--- src/rtl/exu_pkg.sv ---
`default_nettype none

package exu_pkg;

  localparam int XLEN = 32;

  typedef logic [XLEN-1:0] word_t;     // data or address word
  typedef logic [4:0]      reg_idx_t;  // register index
  typedef logic [2:0]      mem_op_t;   // decoded by the memory stage only

  // instruction class from decode
  typedef enum logic [3:0] {
    EXC_NONE   = 4'd0,
    EXC_LUI    = 4'd1,
    EXC_AUIPC  = 4'd2,
    EXC_JAL    = 4'd3,
    EXC_JALR   = 4'd4,
    EXC_BRANCH = 4'd5,
    EXC_LOAD   = 4'd6,
    EXC_STORE  = 4'd7,
    EXC_OPIMM  = 4'd8,
    EXC_OPREG  = 4'd9
  } exc_op_e;

  // ten arithmetic codes followed by the six branch compares
  typedef enum logic [3:0] {
    ALU_ADD, ALU_SUB, ALU_AND, ALU_OR, ALU_XOR,
    ALU_SLL, ALU_SRL, ALU_SRA, ALU_SLT, ALU_SLTU,
    ALU_BEQ, ALU_BNE, ALU_BLT, ALU_BGE, ALU_BLTU, ALU_BGEU
  } alu_op_e;

  typedef enum logic [1:0] {
    JT_NONE   = 2'b00,
    JT_JAL    = 2'b01,
    JT_JALR   = 2'b10,
    JT_BRANCH = 2'b11
  } jump_type_e;

  typedef struct packed {
    word_t    pc;
    word_t    inst;
    reg_idx_t rd;
    word_t    rs1_data;
    word_t    rs2_data;
    word_t    imm;
    alu_op_e  alu_op;
    mem_op_t  mem_op;
    exc_op_e  exc_op;
  } exu_issue_t;

  typedef struct packed {
    word_t    pc;
    word_t    inst;
    reg_idx_t rd;
    word_t    rs2_data;  // store data
    word_t    alu_data;
    mem_op_t  mem_op;
  } exu_result_t;

  // predictor feedback for one control-flow op
  typedef struct packed {
    logic       taken;
    logic       correct;
    jump_type_e jump_type;
    word_t      pc;
    word_t      target;  // taken target even when not taken
  } bpu_update_t;

endpackage

`default_nettype wire

--- src/rtl/alu.sv ---
`timescale 1ns/1ps
`default_nettype none

module alu (
  input  exu_pkg::alu_op_e op_i,
  input  exu_pkg::word_t   a_i,
  input  exu_pkg::word_t   b_i,
  output exu_pkg::word_t   res_o,
  output logic             cmp_o
);
  import exu_pkg::*;

  logic [4:0] shamt;
  logic       eq;
  logic       lt_s;
  logic       lt_u;
  logic       is_cmp;

  assign shamt = b_i[4:0];  // rv32 shifts ignore the upper bits
  assign eq    = (a_i == b_i);
  assign lt_s  = ($signed(a_i) < $signed(b_i));
  assign lt_u  = (a_i < b_i);

  // branch compares
  always_comb begin
    is_cmp = 1'b1;
    case (op_i)
      ALU_BEQ:  cmp_o = eq;
      ALU_BNE:  cmp_o = ~eq;
      ALU_BLT:  cmp_o = lt_s;
      ALU_BGE:  cmp_o = ~lt_s;
      ALU_BLTU: cmp_o = lt_u;
      ALU_BGEU: cmp_o = ~lt_u;
      default: begin
        is_cmp = 1'b0;
        cmp_o  = 1'b0;
      end
    endcase
  end

  always_comb begin
    case (op_i)
      ALU_ADD:  res_o = a_i + b_i;
      ALU_SUB:  res_o = a_i - b_i;
      ALU_AND:  res_o = a_i & b_i;
      ALU_OR:   res_o = a_i | b_i;
      ALU_XOR:  res_o = a_i ^ b_i;
      ALU_SLL:  res_o = a_i << shamt;
      ALU_SRL:  res_o = a_i >> shamt;
      ALU_SRA:  res_o = $signed(a_i) >>> shamt;  // sign fill
      ALU_SLT:  res_o = word_t'(lt_s);
      ALU_SLTU: res_o = word_t'(lt_u);
      default:  res_o = '0;
    endcase

    // branches report the flag as a zero-extended word
    if (is_cmp) begin
      res_o = word_t'(cmp_o);
    end
  end

endmodule

`default_nettype wire

--- src/rtl/bpu_stats.sv ---
`timescale 1ns/1ps
`default_nettype none

module bpu_stats (
  input  logic           clk_i,
  input  logic           rst_i,
  input  logic           cfg_we_i,
  input  logic           cfg_check_en_i,
  input  logic           stats_clear_i,
  input  logic           bpu_valid_i,
  input  logic           correct_i,
  output logic           check_en_o,
  output exu_pkg::word_t branch_count_o,
  output exu_pkg::word_t mispredict_count_o
);

  logic branch_inc;
  logic mispredict_inc;

  // saturate at all ones
  assign branch_inc     = bpu_valid_i & (branch_count_o != '1);
  assign mispredict_inc = bpu_valid_i & ~correct_i & (mispredict_count_o != '1);

  // predictor checking is on out of reset
  always_ff @(posedge clk_i) begin
    if (rst_i) begin
      check_en_o <= 1'b1;
    end else if (cfg_we_i) begin
      check_en_o <= cfg_check_en_i;
    end
  end

  always_ff @(posedge clk_i) begin
    if (rst_i || stats_clear_i) begin  // clear beats a same-cycle count
      branch_count_o     <= '0;
      mispredict_count_o <= '0;
    end else begin
      if (branch_inc) begin
        branch_count_o <= branch_count_o + 1'b1;
      end
      if (mispredict_inc) begin
        mispredict_count_o <= mispredict_count_o + 1'b1;
      end
    end
  end

  // every miss is also a counted branch
  a_miss_le_branch: assert property (
    @(posedge clk_i) disable iff (rst_i)
    mispredict_count_o <= branch_count_o
  ) else $error("mispredict count above branch count");

endmodule

`default_nettype wire

--- src/rtl/branch_resolve.sv ---
`timescale 1ns/1ps
`default_nettype none

module branch_resolve (
  input  exu_pkg::exc_op_e     exc_op_i,
  input  exu_pkg::word_t       pc_i,
  input  exu_pkg::word_t       rs1_i,
  input  exu_pkg::word_t       imm_i,
  input  logic                 cmp_i,
  input  logic                 pdt_taken_i,
  input  exu_pkg::word_t       pdt_tag_i,
  input  logic                 check_en_i,
  output logic                 is_cf_o,
  output exu_pkg::bpu_update_t update_o,
  output logic                 redirect_o,
  output exu_pkg::word_t       redirect_pc_o
);
  import exu_pkg::*;

  logic       is_jal;
  logic       is_jalr;
  logic       is_branch;
  logic       taken;
  logic       pdt_eff;
  logic       correct;
  jump_type_e jump_type;
  word_t      pc_imm;
  word_t      rs1_imm;
  word_t      pc_plus4;
  word_t      jump_target;

  assign is_jal    = (exc_op_i == EXC_JAL);
  assign is_jalr   = (exc_op_i == EXC_JALR);
  assign is_branch = (exc_op_i == EXC_BRANCH);
  assign is_cf_o   = is_jal | is_jalr | is_branch;

  // jumps always go, branches follow the compare
  assign taken = is_jal | is_jalr | (is_branch & cmp_i);

  // a taken guess counts only when its tag hits this pc
  assign pdt_eff = pdt_taken_i & (pdt_tag_i == pc_i);

  // only the direction counts for jalr
  assign correct = (taken == pdt_eff);

  // target adders kept apart from the alu
  assign pc_imm      = pc_i + imm_i;
  assign rs1_imm     = rs1_i + imm_i;
  assign pc_plus4    = pc_i + word_t'(4);
  assign jump_target = is_jalr ? {rs1_imm[XLEN-1:1], 1'b0} : pc_imm;

  always_comb begin
    if (is_jal) begin
      jump_type = JT_JAL;
    end else if (is_jalr) begin
      jump_type = JT_JALR;
    end else if (is_branch) begin
      jump_type = JT_BRANCH;
    end else begin
      jump_type = JT_NONE;
    end
  end

  assign update_o = '{
    taken:     taken,
    correct:   correct,
    jump_type: jump_type,
    pc:        pc_i,
    target:    jump_target
  };

  // non-control ops are never taken, so a hit taken guess on one is also wrong
  assign redirect_o    = check_en_i & ~correct;
  assign redirect_pc_o = (pdt_eff & ~taken) ? pc_plus4 : jump_target;

endmodule

`default_nettype wire

--- src/rtl/exu.sv ---
`timescale 1ns/1ps
`default_nettype none

module exu #(
  parameter int HIST_LEN = 8
) (
  input  logic                 clk_i,
  input  logic                 rst_i,
  input  logic                 issue_valid_i,
  input  exu_pkg::exu_issue_t  issue_i,
  input  logic                 pdt_taken_i,
  input  exu_pkg::word_t       pdt_tag_i,
  input  logic                 which_pdt_i,
  input  logic [HIST_LEN-1:0]  history_i,
  input  logic                 check_en_i,
  output logic                 result_valid_o,
  output exu_pkg::exu_result_t result_o,
  output logic                 bpu_valid_o,
  output exu_pkg::bpu_update_t bpu_o,
  output logic                 which_pdt_o,
  output logic [HIST_LEN-1:0]  history_o,
  output logic                 redirect_valid_o,
  output exu_pkg::word_t       redirect_pc_o
);
  import exu_pkg::*;

  alu_op_e     alu_op;
  word_t       opa;
  word_t       opb;
  word_t       alu_res;
  logic        cmp;
  logic        is_cf;
  logic        redirect;
  word_t       redirect_pc;
  bpu_update_t update;
  exu_result_t result_d;

  // link, upper-immediate and address classes just add their operand pair
  always_comb begin
    case (issue_i.exc_op)
      EXC_OPREG, EXC_OPIMM, EXC_BRANCH, EXC_NONE: alu_op = issue_i.alu_op;
      default:                                    alu_op = ALU_ADD;
    endcase
  end

  operand_select u_operand_select (
    .exc_op_i (issue_i.exc_op),
    .pc_i     (issue_i.pc),
    .rs1_i    (issue_i.rs1_data),
    .rs2_i    (issue_i.rs2_data),
    .imm_i    (issue_i.imm),
    .opa_o    (opa),
    .opb_o    (opb)
  );

  alu u_alu (
    .op_i  (alu_op),
    .a_i   (opa),
    .b_i   (opb),
    .res_o (alu_res),
    .cmp_o (cmp)
  );

  branch_resolve u_branch_resolve (
    .exc_op_i      (issue_i.exc_op),
    .pc_i          (issue_i.pc),
    .rs1_i         (issue_i.rs1_data),
    .imm_i         (issue_i.imm),
    .cmp_i         (cmp),
    .pdt_taken_i   (pdt_taken_i),
    .pdt_tag_i     (pdt_tag_i),
    .check_en_i    (check_en_i),
    .is_cf_o       (is_cf),
    .update_o      (update),
    .redirect_o    (redirect),
    .redirect_pc_o (redirect_pc)
  );

  assign result_d = '{
    pc:       issue_i.pc,
    inst:     issue_i.inst,
    rd:       issue_i.rd,
    rs2_data: issue_i.rs2_data,
    alu_data: alu_res,
    mem_op:   issue_i.mem_op
  };

  always_ff @(posedge clk_i) begin
    if (rst_i) begin
      result_valid_o   <= 1'b0;
      bpu_valid_o      <= 1'b0;
      redirect_valid_o <= 1'b0;
    end else begin
      result_valid_o   <= issue_valid_i;
      bpu_valid_o      <= issue_valid_i & is_cf;     // jal, jalr, branch
      redirect_valid_o <= issue_valid_i & redirect;
    end
  end

  // payload only moves on the strobe
  always_ff @(posedge clk_i) begin
    if (issue_valid_i) begin
      result_o      <= result_d;
      bpu_o         <= update;
      which_pdt_o   <= which_pdt_i;
      history_o     <= history_i;
      redirect_pc_o <= redirect_pc;
    end
  end

  a_redirect_with_result: assert property (
    @(posedge clk_i) disable iff (rst_i)
    redirect_valid_o |-> result_valid_o
  ) else $error("redirect without a result");

  a_bpu_with_result: assert property (
    @(posedge clk_i) disable iff (rst_i)
    bpu_valid_o |-> result_valid_o
  ) else $error("predictor feedback without a result");

endmodule

`default_nettype wire

--- src/rtl/exu_top.sv ---
`timescale 1ns/1ps
`default_nettype none

module exu_top #(
  parameter int HIST_LEN = 8
) (
  input  logic                 clk_i,
  input  logic                 rst_i,
  input  logic                 issue_valid_i,
  input  exu_pkg::exu_issue_t  issue_i,
  input  logic                 pdt_taken_i,
  input  exu_pkg::word_t       pdt_tag_i,
  input  logic                 which_pdt_i,
  input  logic [HIST_LEN-1:0]  history_i,
  input  logic                 cfg_we_i,
  input  logic                 cfg_check_en_i,
  input  logic                 stats_clear_i,
  output logic                 result_valid_o,
  output exu_pkg::exu_result_t result_o,
  output logic                 bpu_valid_o,
  output exu_pkg::bpu_update_t bpu_o,
  output logic                 which_pdt_o,
  output logic [HIST_LEN-1:0]  history_o,
  output logic                 redirect_valid_o,
  output exu_pkg::word_t       redirect_pc_o,
  output exu_pkg::word_t       branch_count_o,
  output exu_pkg::word_t       mispredict_count_o
);

  logic check_en;  // 0 lets every op resolve silently

  exu #(
    .HIST_LEN (HIST_LEN)
  ) u_exu (
    .clk_i            (clk_i),
    .rst_i            (rst_i),
    .issue_valid_i    (issue_valid_i),
    .issue_i          (issue_i),
    .pdt_taken_i      (pdt_taken_i),
    .pdt_tag_i        (pdt_tag_i),
    .which_pdt_i      (which_pdt_i),
    .history_i        (history_i),
    .check_en_i       (check_en),
    .result_valid_o   (result_valid_o),
    .result_o         (result_o),
    .bpu_valid_o      (bpu_valid_o),
    .bpu_o            (bpu_o),
    .which_pdt_o      (which_pdt_o),
    .history_o        (history_o),
    .redirect_valid_o (redirect_valid_o),
    .redirect_pc_o    (redirect_pc_o)
  );

  bpu_stats u_bpu_stats (
    .clk_i              (clk_i),
    .rst_i              (rst_i),
    .cfg_we_i           (cfg_we_i),
    .cfg_check_en_i     (cfg_check_en_i),
    .stats_clear_i      (stats_clear_i),
    .bpu_valid_i        (bpu_valid_o),
    .correct_i          (bpu_o.correct),
    .check_en_o         (check_en),
    .branch_count_o     (branch_count_o),
    .mispredict_count_o (mispredict_count_o)
  );

endmodule

`default_nettype wire

--- src/rtl/operand_select.sv ---
`timescale 1ns/1ps
`default_nettype none

module operand_select (
  input  exu_pkg::exc_op_e exc_op_i,
  input  exu_pkg::word_t   pc_i,
  input  exu_pkg::word_t   rs1_i,
  input  exu_pkg::word_t   rs2_i,
  input  exu_pkg::word_t   imm_i,
  output exu_pkg::word_t   opa_o,
  output exu_pkg::word_t   opb_o
);
  import exu_pkg::*;

  word_t imm_upper;

  // lui/auipc use the top 20 bits only
  assign imm_upper = {imm_i[XLEN-1:12], 12'b0};

  always_comb begin
    case (exc_op_i)
      EXC_OPIMM, EXC_LOAD, EXC_STORE: begin
        opa_o = rs1_i;
        opb_o = imm_i;  // shamt sits in imm[4:0]
      end
      EXC_JAL, EXC_JALR: begin
        // link address
        opa_o = pc_i;
        opb_o = word_t'(4);
      end
      EXC_AUIPC: begin
        opa_o = pc_i;
        opb_o = imm_upper;
      end
      EXC_LUI: begin
        opa_o = '0;
        opb_o = imm_upper;
      end
      default: begin
        // opreg, branch compare, none
        opa_o = rs1_i;
        opb_o = rs2_i;
      end
    endcase
  end

endmodule

`default_nettype wire

--- config.mk ---
export PLATFORM = sky130hd
export DESIGN_NAME = exu_top
export DESIGN_NICKNAME = d
export VERILOG_FILES = /design/src/rtl/exu_pkg.sv /design/src/rtl/alu.sv /design/src/rtl/bpu_stats.sv /design/src/rtl/branch_resolve.sv /design/src/rtl/exu.sv /design/src/rtl/exu_top.sv /design/src/rtl/operand_select.sv
export SDC_FILE = /design/constraint.sdc
export NUM_CORES = 1
export LEC_CHECK = 0
export BUFFER_PORTS_ARGS = -buffer_cell sky130_fd_sc_hd__clkbuf_2
export CAP_MARGIN = 40
export CORE_MARGIN = 2
export CORE_UTILIZATION = 35
export DETAILED_ROUTE_END_ITERATION = 8
export SLEW_MARGIN = 20
export SYNTH_ARGS = -nofsm -noshare
export SYNTH_HDL_FRONTEND = slang
export SYNTH_SLANG_ARGS = --single-unit
--- constraint.sdc ---
create_clock -name clk_i -period 10.8 [get_ports clk_i]
set_input_delay 3.24 -clock clk_i [delete_from_list [all_inputs] [get_ports clk_i]]
set_output_delay 3.24 -clock clk_i [all_outputs]
set_load 0.03 [all_outputs]
==> metrics.log, run 1 <==
INFO  metric gr-usage-all-layers = 0.283
INFO  metric post_layout_nonfiller_instances = 4345
INFO  metric clock_skew = 0.0342 ns
INFO  metric initial_util = 0.353
INFO  metric tritoncts.num_buffers = 35
INFO  metric cts.repair.resized = 0
INFO  metric ctsRootBufferMaster = clkbuf_16
INFO  metric io_port_bufs = ~540
INFO  metric postSynthNetCount = 3355
INFO  metric total_of_fill_cells_in_the_finished_design = 7168
INFO  metric timing.hold.worst_path_depth = 1
INFO  metric worstPathRequired = 11.10 ns
INFO  metric final-setup-viol-count = 0
INFO  metric synth.cell_area = ~0.025 mm²
INFO  metric io_pins = 536
INFO  metric routabilityCongestion = 0.999
INFO  metric grt_overflow = 0
INFO  metric crit-reg2reg-launch = u_bpu_stats.mispredict_count_o[5]
INFO  metric die_w = roughly 270 µm
INFO  metric grt_pass1_vias = around 23000
INFO  metric holdBufCountCts = 0
INFO  metric dp_cells = around 4300
INFO  metric synth-edff-count = 213
INFO  metric route.antenna.remaining_nets = 0
INFO  metric mostFrequentLayoutCells = clkbuf_2, nor2_1, nand2_1, o21ai_0
INFO  metric unrepaired_setup_endpoints_after_global_routing = false
INFO  metric hold_violations = 0
INFO  metric area_growth_syn_to_layout = 17.3%
INFO  metric synth_cells = 2965
INFO  metric dr.first_iter.drc_count = 2800
INFO  metric clkTransAtPathRegs = roughly 0.06 ns
INFO  metric cap_violations = 0
INFO  metric regToRegEndpoint = u_bpu_stats.mispredict_count_o[31]
INFO  metric static-leakage-power = 12.3 nW
INFO  metric layout_commonest_cell = clkbuf_2
INFO  metric placed_wire_length_estimate = 84.7 mm
INFO  metric pin_count_of_the_biggest_net_entering_global_routing = 131
INFO  metric routed_wire_length_per_instance = 24.8 µm
INFO  metric synth.ff_latch_count = 281
INFO  metric ys_warn_count = 0
INFO  metric power-per-cell-area = 146 mW/mm²
INFO  metric worstRegToRegCells = 10
INFO  metric path_buf_inv = 6
INFO  metric hold_start = u_bpu_stats.check_en_o
INFO  metric clkLatencyLatePin = 0.58 ns
INFO  metric buffers_inserted_during_post_cts_setup_optimization = 0
INFO  metric finalCriticalPeriod = between 9 and 10 ns
INFO  metric async_flop_share = 0
INFO  metric outcome = completed
INFO  metric cts_tree = built
INFO  metric timing.hold.worst_endpoint = u_exu.redirect_valid_o
INFO  metric ys_seq_area_frac = 0.313
INFO  metric critical_path.startpoint_type = input pin
INFO  metric routed-via-count = 25146
INFO  metric cp_cell_sequence = buf_2, inv_2, nand2_1, o21ai_0, a222oi_1, ha_1, inv_1, fa_1, nand2b_1, a21boi_1, o21a_1, o31ai_1, nand2_1, a211oi_2, o31ai_1, a221oi_2, xnor2_1, a21oi_1, buf_4, o221a_2, ha_2, buf_12, inv_1, mux2_2
INFO  metric hold-worst-slack = about 0.47 ns
INFO  metric fraction_of_layout_cells_with_a_size_suffix_above_1 = 0.204
INFO  metric yosysUniqueCellTypes = 93
INFO  metric final_area = 0.0290 mm²
INFO  metric peakVddDrop = 0.0951 mV
INFO  metric first_pass_iters = 6
INFO  metric grt_pass1_wl = 157 mm
INFO  metric worst_rel_slew_slack = 0.433
INFO  metric cp.depth = 24
INFO  metric crit_type = input pin to flip-flop
INFO  metric number_of_antenna_violations_at_the_first_check_in_global_routing = 11
INFO  metric cpPeakStageDelay = 0.66 ns
INFO  metric reg2reg_setup_slack = 7.41 ns
INFO  metric drv_slew = 0
INFO  metric timing.final.crit_share = 0.854
INFO  metric crit_path_max_fanout = 47
INFO  metric critPathTopFamily = compound AO/OA/AOI/OAI gates
INFO  metric area_taken_by_multi_input_logic_gates = roughly 0.015 mm²
INFO  metric final-seq-area = 0.00776 mm²
INFO  metric critical-path-slowest-cell = a222oi_1
INFO  metric cts_max_level = 2
INFO  metric postLayoutCoreUtil = 0.415
INFO  metric avg_cell_area_syn = 8.35 µm²
INFO  metric dieHeight = 270 µm
INFO  metric setup-tns-final = 0 ns
INFO  metric finalNetCount = 3765
INFO  metric drcViolationCount = 0
INFO  metric die_area = 0.0729 mm²
INFO  metric cp_data_arrival_time = 9.53 ns
INFO  metric place_area = 0.0279 mm²
INFO  metric tritoncts_num_sinks = 281
INFO  metric timing.hold.worst.class = flip-flop to flip-flop
INFO  metric max_slew.worst_pin.slew = 0.851 ns
INFO  metric via_per_inst = 5.79
INFO  metric placementRows = 97
INFO  metric clockBufferDepth = 3
INFO  metric primary_flip_flop_cell_chosen_by_synthesis_mapping = edfxtp_1
INFO  metric critPathCaptureType = flip-flop
INFO  metric placeableCoreArea = 0.0700 mm²
INFO  metric fmaxAchievable = 108 MHz
INFO  metric finalWirelength = 108 mm
area by class of cell:
cell class,count,area share
antenna,6,0.000517
clock buffer,48,0.0340
clock inverter,13,0.00276
inverter,125,0.0163
multi-input combinational,2355,0.534
sequential,281,0.267
tap,940,0.0405
timing repair buffer,577,0.105
metal layers:
metal	up-vias	part of all wire	track usage
met4	8	0.046	0.123
met5	-	0.00048	0
met2	1316	0.45	0.457
met3	238	0.093	0.0652
li1	11701	-	-
met1	11883	0.41	0.361
worst max-delay path by stage:
stage,endpoint,slack (ns),start
global placement,u_exu.redirect_pc_o[3],1.31,issue_i[2]
finish,u_exu.redirect_pc_o[1],1.57,issue_i[2]
floorplan,u_exu.redirect_pc_o[0],2.27,issue_i[3]
global route,u_exu.redirect_pc_o[1],1.33,issue_i[2]
detailed placement,u_exu.redirect_pc_o[3],1.19,issue_i[2]
CTS,u_exu.redirect_pc_o[1],1.76,issue_i[2]
sequential cells by signal, indices dropped and copies added, names as in the netlist:
register and flops:
u_exu.bpu_valid_o 1, u_bpu_stats.branch_count_o 32, u_exu.history_o 8, u_exu.bpu_o 68, u_exu.redirect_valid_o 1, u_exu.which_pdt_o 1, u_exu.result_o 104, u_bpu_stats.mispredict_count_o 32
u_exu.result_valid_o 1, u_bpu_stats.check_en_o 1, u_exu.redirect_pc_o 32
logic make-up after synthesis:
logic type / synth area share
compound gates: 0.233
xor+xnor: 0.0598
fa+ha+maj: 0.0851
buf+inv: 0.0618
flops: 0.313
mux: 0.0573
simple gates: 0.190
where the power goes:
group | total, mW | switching (mW) | internal (mW)
Combinational | 1.78 | 1.23 | 0.553
Sequential | 1.33 | 0.0353 | 1.30
Clock | 1.13 | 0.494 | 0.640
stage by stage:
stage,setup slack [ns],power [mW]
final,1.57,4.25
after global routing,1.33,4.44
after CTS,1.76,4.24
after detailed placement,1.19,3.09
after global placement,1.31,3.09
after floorplan,2.27,2.51
synthesized netlist by cell type, drive strengths merged (35+ instances only):
cell / number / area [µm²]
nor2: 284 / 1070
nand2: 277 / 1040
o21ai: 267 / 1340
a21oi: 215 / 1080
edfxtp: 213 / 6400
ha: 162 / 2030
inv: 124 / 465
clkbuf: 107 / 402
mux2i: 105 / 1050
nand3: 105 / 531
buf: 97 / 653
xnor2: 96 / 841
xor2: 73 / 639
dfxtp: 68 / 1360
nand2b: 58 / 363
nor3: 51 / 255
a21o: 49 / 368
nand4: 39 / 244
a22o: 37 / 333
or3: 35 / 219
Note: power is estimated with default switching activity, not from simulation.
==> run 2, diff against run 1 <==
--- a/config.mk
+++ b/config.mk
@@ -5,9 +5,10 @@
 export SDC_FILE = /design/constraint.sdc
 export NUM_CORES = 1
 export LEC_CHECK = 0
+export ABC_AREA = 1
 export BUFFER_PORTS_ARGS = -buffer_cell sky130_fd_sc_hd__clkbuf_2
 export CAP_MARGIN = 40
-export CORE_MARGIN = 2
+export CORE_ASPECT_RATIO = 0.9
 export CORE_UTILIZATION = 35
 export DETAILED_ROUTE_END_ITERATION = 8
 export SLEW_MARGIN = 20
==> run 2 against run 1 <==
- combinational power increased by 9.6%
- via count up 20%
- setup slack gained 0.52 ns
- non-clock buffer count down 10
==> metrics.log, run 2 <==
INFO  metric outcome = completed (unchanged)
INFO  metric cell_with_the_most_instances_after_synthesis = nand2_1 (was nor2_1)
INFO  metric worstPathRequired = 11.15 ns (was 11.10 ns)
INFO  metric gr-usage-all-layers = 0.335 (was 0.283)
INFO  metric clockBufferDepth = 3 (unchanged)
INFO  metric ys_seq_area_frac = 0.297 (was 0.313)
INFO  metric first_pass_iters = 5 (was 6)
INFO  metric ctsRootBufferMaster = clkbuf_16 (unchanged)
INFO  metric critPathCaptureType = flip-flop (unchanged)
INFO  metric cts_max_level = 1 (was 2)
INFO  metric hold_violations = 0 (unchanged)
INFO  metric finalNetCount = 4770 (was 3765)
INFO  metric static-leakage-power = 14.2 nW (was 12.3 nW)
INFO  metric fraction_of_layout_cells_with_a_size_suffix_above_1 = 0.155 (was 0.204)
INFO  metric cp_data_arrival_time = 9.06 ns (was 9.53 ns)
INFO  metric crit-reg2reg-launch = u_bpu_stats.branch_count_o[20] (was u_bpu_stats.mispredict_count_o[5])
INFO  metric avg_cell_area_syn = 6.63 µm² (was 8.35 µm²)
INFO  metric synth.ff_latch_count = 281 (unchanged)
INFO  metric io_port_bufs = 535 (unchanged)
INFO  metric grt_pass1_wl = 188 mm (was 157 mm)
INFO  metric synth-edff-count = 213 (unchanged)
INFO  metric finalCriticalPeriod = 8.70 ns (was 9.23 ns)
INFO  metric final_area = 0.0306 mm² (was 0.0290 mm²)
INFO  metric placementRows = 94 (was 97)
INFO  metric cts_tree = built (unchanged)
INFO  metric number_of_antenna_violations_at_the_first_check_in_global_routing = 7 (was 11)
INFO  metric reg2reg_setup_slack = 7.68 ns (was 7.41 ns)
INFO  metric dp_cells = 5307 (was 4276)
INFO  metric drv_slew = 0 (unchanged)
INFO  metric layout_commonest_cell = nand2_1 (was clkbuf_2)
INFO  metric async_flop_share = 0 (unchanged)
INFO  metric yosysTopAreaCell = edfxtp_1 (unchanged)
INFO  metric dr.first_iter.drc_count = 3790 (was 2800)
INFO  metric area_growth_syn_to_layout = 17.0% (was 17.3%)
INFO  metric postSynthNetCount = 4332 (was 3355)
INFO  metric fmaxAchievable = 115 MHz (was 108 MHz)
INFO  metric timing.hold.worst.class = flip-flop to flip-flop (unchanged)
INFO  metric io_pins = 536 (unchanged)
INFO  metric placeableCoreArea = 0.0735 mm² (was 0.0700 mm²)
INFO  metric synthDominantCellAreaShare = 0.245 (was 0.258)
INFO  metric synth_top_family_by_area = simple AND/OR/NAND/NOR gates (was compound AO/OA/AOI/OAI gates)
INFO  metric post_synth_xor_area_fraction = 0.0255 (was 0.0598)
INFO  metric initial_util = 0.355 (was 0.353)
INFO  metric max_flop_register = u_exu.result_o (unchanged)
INFO  metric synth_cells = 3942 (was 2965)
INFO  metric routed_wire_length_per_instance = 24.6 µm (was 24.8 µm)
INFO  metric worst_rel_slew_slack = 0.367 (was 0.433)
INFO  metric max_slew.worst_pin.slew = 0.949 ns (was 0.851 ns)
INFO  metric synth_compound_area_frac = 0.156 (was 0.233)
INFO  metric route.antenna.remaining_nets = 0 (unchanged)
INFO  metric yosys.area_share.simple = 0.345 (was 0.190)
INFO  metric regToRegEndpoint = u_bpu_stats.branch_count_o[15] (was u_bpu_stats.mispredict_count_o[31])
INFO  metric pin_count_of_the_biggest_net_entering_global_routing = 110 (was 131)
INFO  metric unrepaired_setup_endpoints_after_global_routing = false (unchanged)
INFO  metric die_area = 0.0757 mm² (was 0.0729 mm²)
INFO  metric primary_flip_flop_cell_chosen_by_synthesis_mapping = edfxtp_1 (unchanged)
INFO  metric reg_top3 = u_exu.result_o x104, u_exu.bpu_o x68 (unchanged)
INFO  metric mostFrequentLayoutCells = nand2_1, clkbuf_2, nand3_1, inv_1, nor2_1 (was clkbuf_2, nor2_1, nand2_1, o21ai_0)
INFO  metric clkLatencyLatePin = 0.60 ns (was 0.58 ns)
INFO  metric crit_path_max_fanout = 43 (was 47)
INFO  metric synth_mux_area_frac = 0.000383 (was 0.0573)
INFO  metric cap_violations = 0 (unchanged)
INFO  metric clock_skew = 0.00710 ns (was 0.0342 ns)
INFO  metric power-per-cell-area = 145 mW/mm² (was 146 mW/mm²)
INFO  metric cts.repair.resized = 0 (unchanged)
INFO  metric finalWirelength = 132 mm (was 108 mm)
INFO  metric drcViolationCount = 0 (unchanged)
INFO  metric yosys.area_share.adder = 0.0807 (was 0.0851)
INFO  metric peakVddDrop = 0.134 mV (was 0.0951 mV)
INFO  metric clkTransAtPathRegs = 0.06 ns (about the same)
INFO  metric setup-tns-final = 0 ns (unchanged)
INFO  metric synthTopCellsByCount = nand2_1, nand3_1, inv_1, nor2_1, a21oi_1 (was nor2_1, nand2_1, o21ai_0, a21oi_1, edfxtp_1)
INFO  metric timing.final.crit_share = 0.806 (was 0.854)
INFO  metric crit_type = input pin to flip-flop (unchanged)
INFO  metric dieHeight = 261 µm (was 270 µm)
INFO  metric grt_pass1_vias = 26733 (was 23131)
INFO  metric final-setup-viol-count = 0 (unchanged)
INFO  metric crit_start = issue_i[2] (unchanged)
INFO  metric tritoncts_num_sinks = 281 (unchanged)
INFO  metric routed-via-count = 30137 (was 25146)
INFO  metric holdBufCountCts = 0 (unchanged)
INFO  metric placed_wire_length_estimate = 109 mm (was 84.7 mm)
INFO  metric largest_reg_flops = 104 (unchanged)
INFO  metric total_of_fill_cells_in_the_finished_design = 7963 (was 7168)
INFO  metric place_area = 0.0295 mm² (was 0.0279 mm²)
INFO  metric buffers_inserted_during_post_cts_setup_optimization = 0 (unchanged)
INFO  metric routabilityCongestion = 0.996 (was 0.999)
INFO  metric endpoint = u_exu.redirect_pc_o[6] (was u_exu.redirect_pc_o[1])
INFO  metric grt_overflow = 0 (unchanged)
INFO  metric die_w = 290 µm (was 270 µm)
INFO  metric worstRegToRegCells = 13 (was 10)
INFO  metric post_synth_main_area_contributors = edfxtp_1, nand2_1, nand3_1 (was edfxtp_1, ha_1, dfxtp_1)
INFO  metric ys_warn_count = 0 (unchanged)
INFO  metric post_layout_nonfiller_instances = 5370 (was 4345)
INFO  metric via_per_inst = 5.61 (was 5.79)
INFO  metric yosysUniqueCellTypes = 60 (was 93)
INFO  metric tritoncts.num_buffers = 31 (was 35)
INFO  metric synth.cell_area = 0.0261 mm² (was 0.0247 mm²)
INFO  metric critical_path.startpoint_type = input pin (unchanged)
## run 2: cell types whose count changed after synthesis, moves of 33 or more
cell      delta
nand4_1     +38
nor2b_1     -33
nand2b_1    -58
nand2_1    +741
a21oi_1     +66
nand3_1    +362
inv_1      +297
xnor2_1     -83
nor2_1      +88
clkbuf_1    -34
a21o_1      -41
or3_1       -35
mux2i_1    -103
## run 2: routing by layer
metal,global-route usage,wire length [µm],share of wire,vias to the layer above
li1,-,-,-,14196
met2,0.503,55300,0.42,1636
met1,0.486,59900,0.45,14140
met5,0,13,0.000098,-
met3,0.0675,13300,0.10,163
met4,0.0910,3820,0.029,2
## run 2: cells by family (layout without fill, tap and decap cells)
family,after synthesis,in the layout
compound gates,725,725
xor+xnor,76,76
fa+ha+maj,166,166
buf+inv,596,1059
flops,281,281
mux,1,1
other cells,0,5
simple gates,2097,2097
## run 2: worst min-delay path by stage
stage               depth (start not counted)  slack (ns)                   start                endpoint
global route                                2        0.48  u_bpu_stats.check_en_o  u_exu.redirect_valid_o
finish                                      2        0.44  u_bpu_stats.check_en_o  u_exu.redirect_valid_o
global placement                            2        0.43  u_bpu_stats.check_en_o  u_exu.redirect_valid_o
floorplan                                   2        0.42  u_bpu_stats.check_en_o  u_exu.redirect_valid_o
detailed placement                          2        0.44  u_bpu_stats.check_en_o  u_exu.redirect_valid_o
CTS                                         2        0.45  u_bpu_stats.check_en_o  u_exu.redirect_valid_o
## run 2: final cells by class
class,count,area [µm²],share of cell area
Sequential cell,281,7760,0.254
Clock buffer,40,810,0.0265
Inverter,434,1630,0.0533
Multi-Input combinational cell,3065,15900,0.521
Timing Repair Buffer,567,2950,0.0965
Tap cell,960,1200,0.0393
Clock inverter,18,283,0.00925
Antenna cell,5,12.5,0.000409
## run 2: power breakdown
part | total, mW | switching [mW] | internal (mW) | leakage [nW]
clock network | 1.17 | 0.474 | 0.697 | 0.526
registers | 1.33 | 0.0357 | 1.29 | 2.63
logic | 1.95 | 1.45 | 0.498 | 11.0
total | 4.44 | 1.96 | 2.49 | 14.2
## run 2: metrics by stage
stage / util / worst slack [ns] / power (mW) / hold slack (ns)
after global routing: 0.416 / 1.76 / 4.65 / 0.479
after floorplan: - / 3.51 / 2.54 / 0.416
final: 0.416 / 2.10 / 4.44 / 0.444
after detailed placement: 0.401 / 1.68 / 3.23 / 0.438
after CTS: 0.416 / 2.31 / 4.41 / 0.446
after global placement: 0.400 / 1.80 / 3.25 / 0.435
## run 2: worst max-delay path: stages
cell and delay (ns):
clkbuf_2 0.16, nor2_2 0.08, nand2_2 0.21, nand2_4 0.25
nor2_4 0.43, nand3_4 0.43, nand2_4 0.55, ha_1 0.24
inv_1 0.08, fa_1 0.44, inv_1 0.09, o21ai_0 0.20
nand3_1 0.12, nand2_1 0.12, nand2_1 0.08, nand2_1 0.16
nand2_1 0.16, nand3_1 0.14, nand3b_1 0.21, nand3_1 0.26
a21oi_1 0.12, ha_1 0.23, buf_4 0.23, clkinv_1 0.07
buf_4 0.42, a21oi_1 0.07, o21ai_0 0.09, nand2_1 0.07
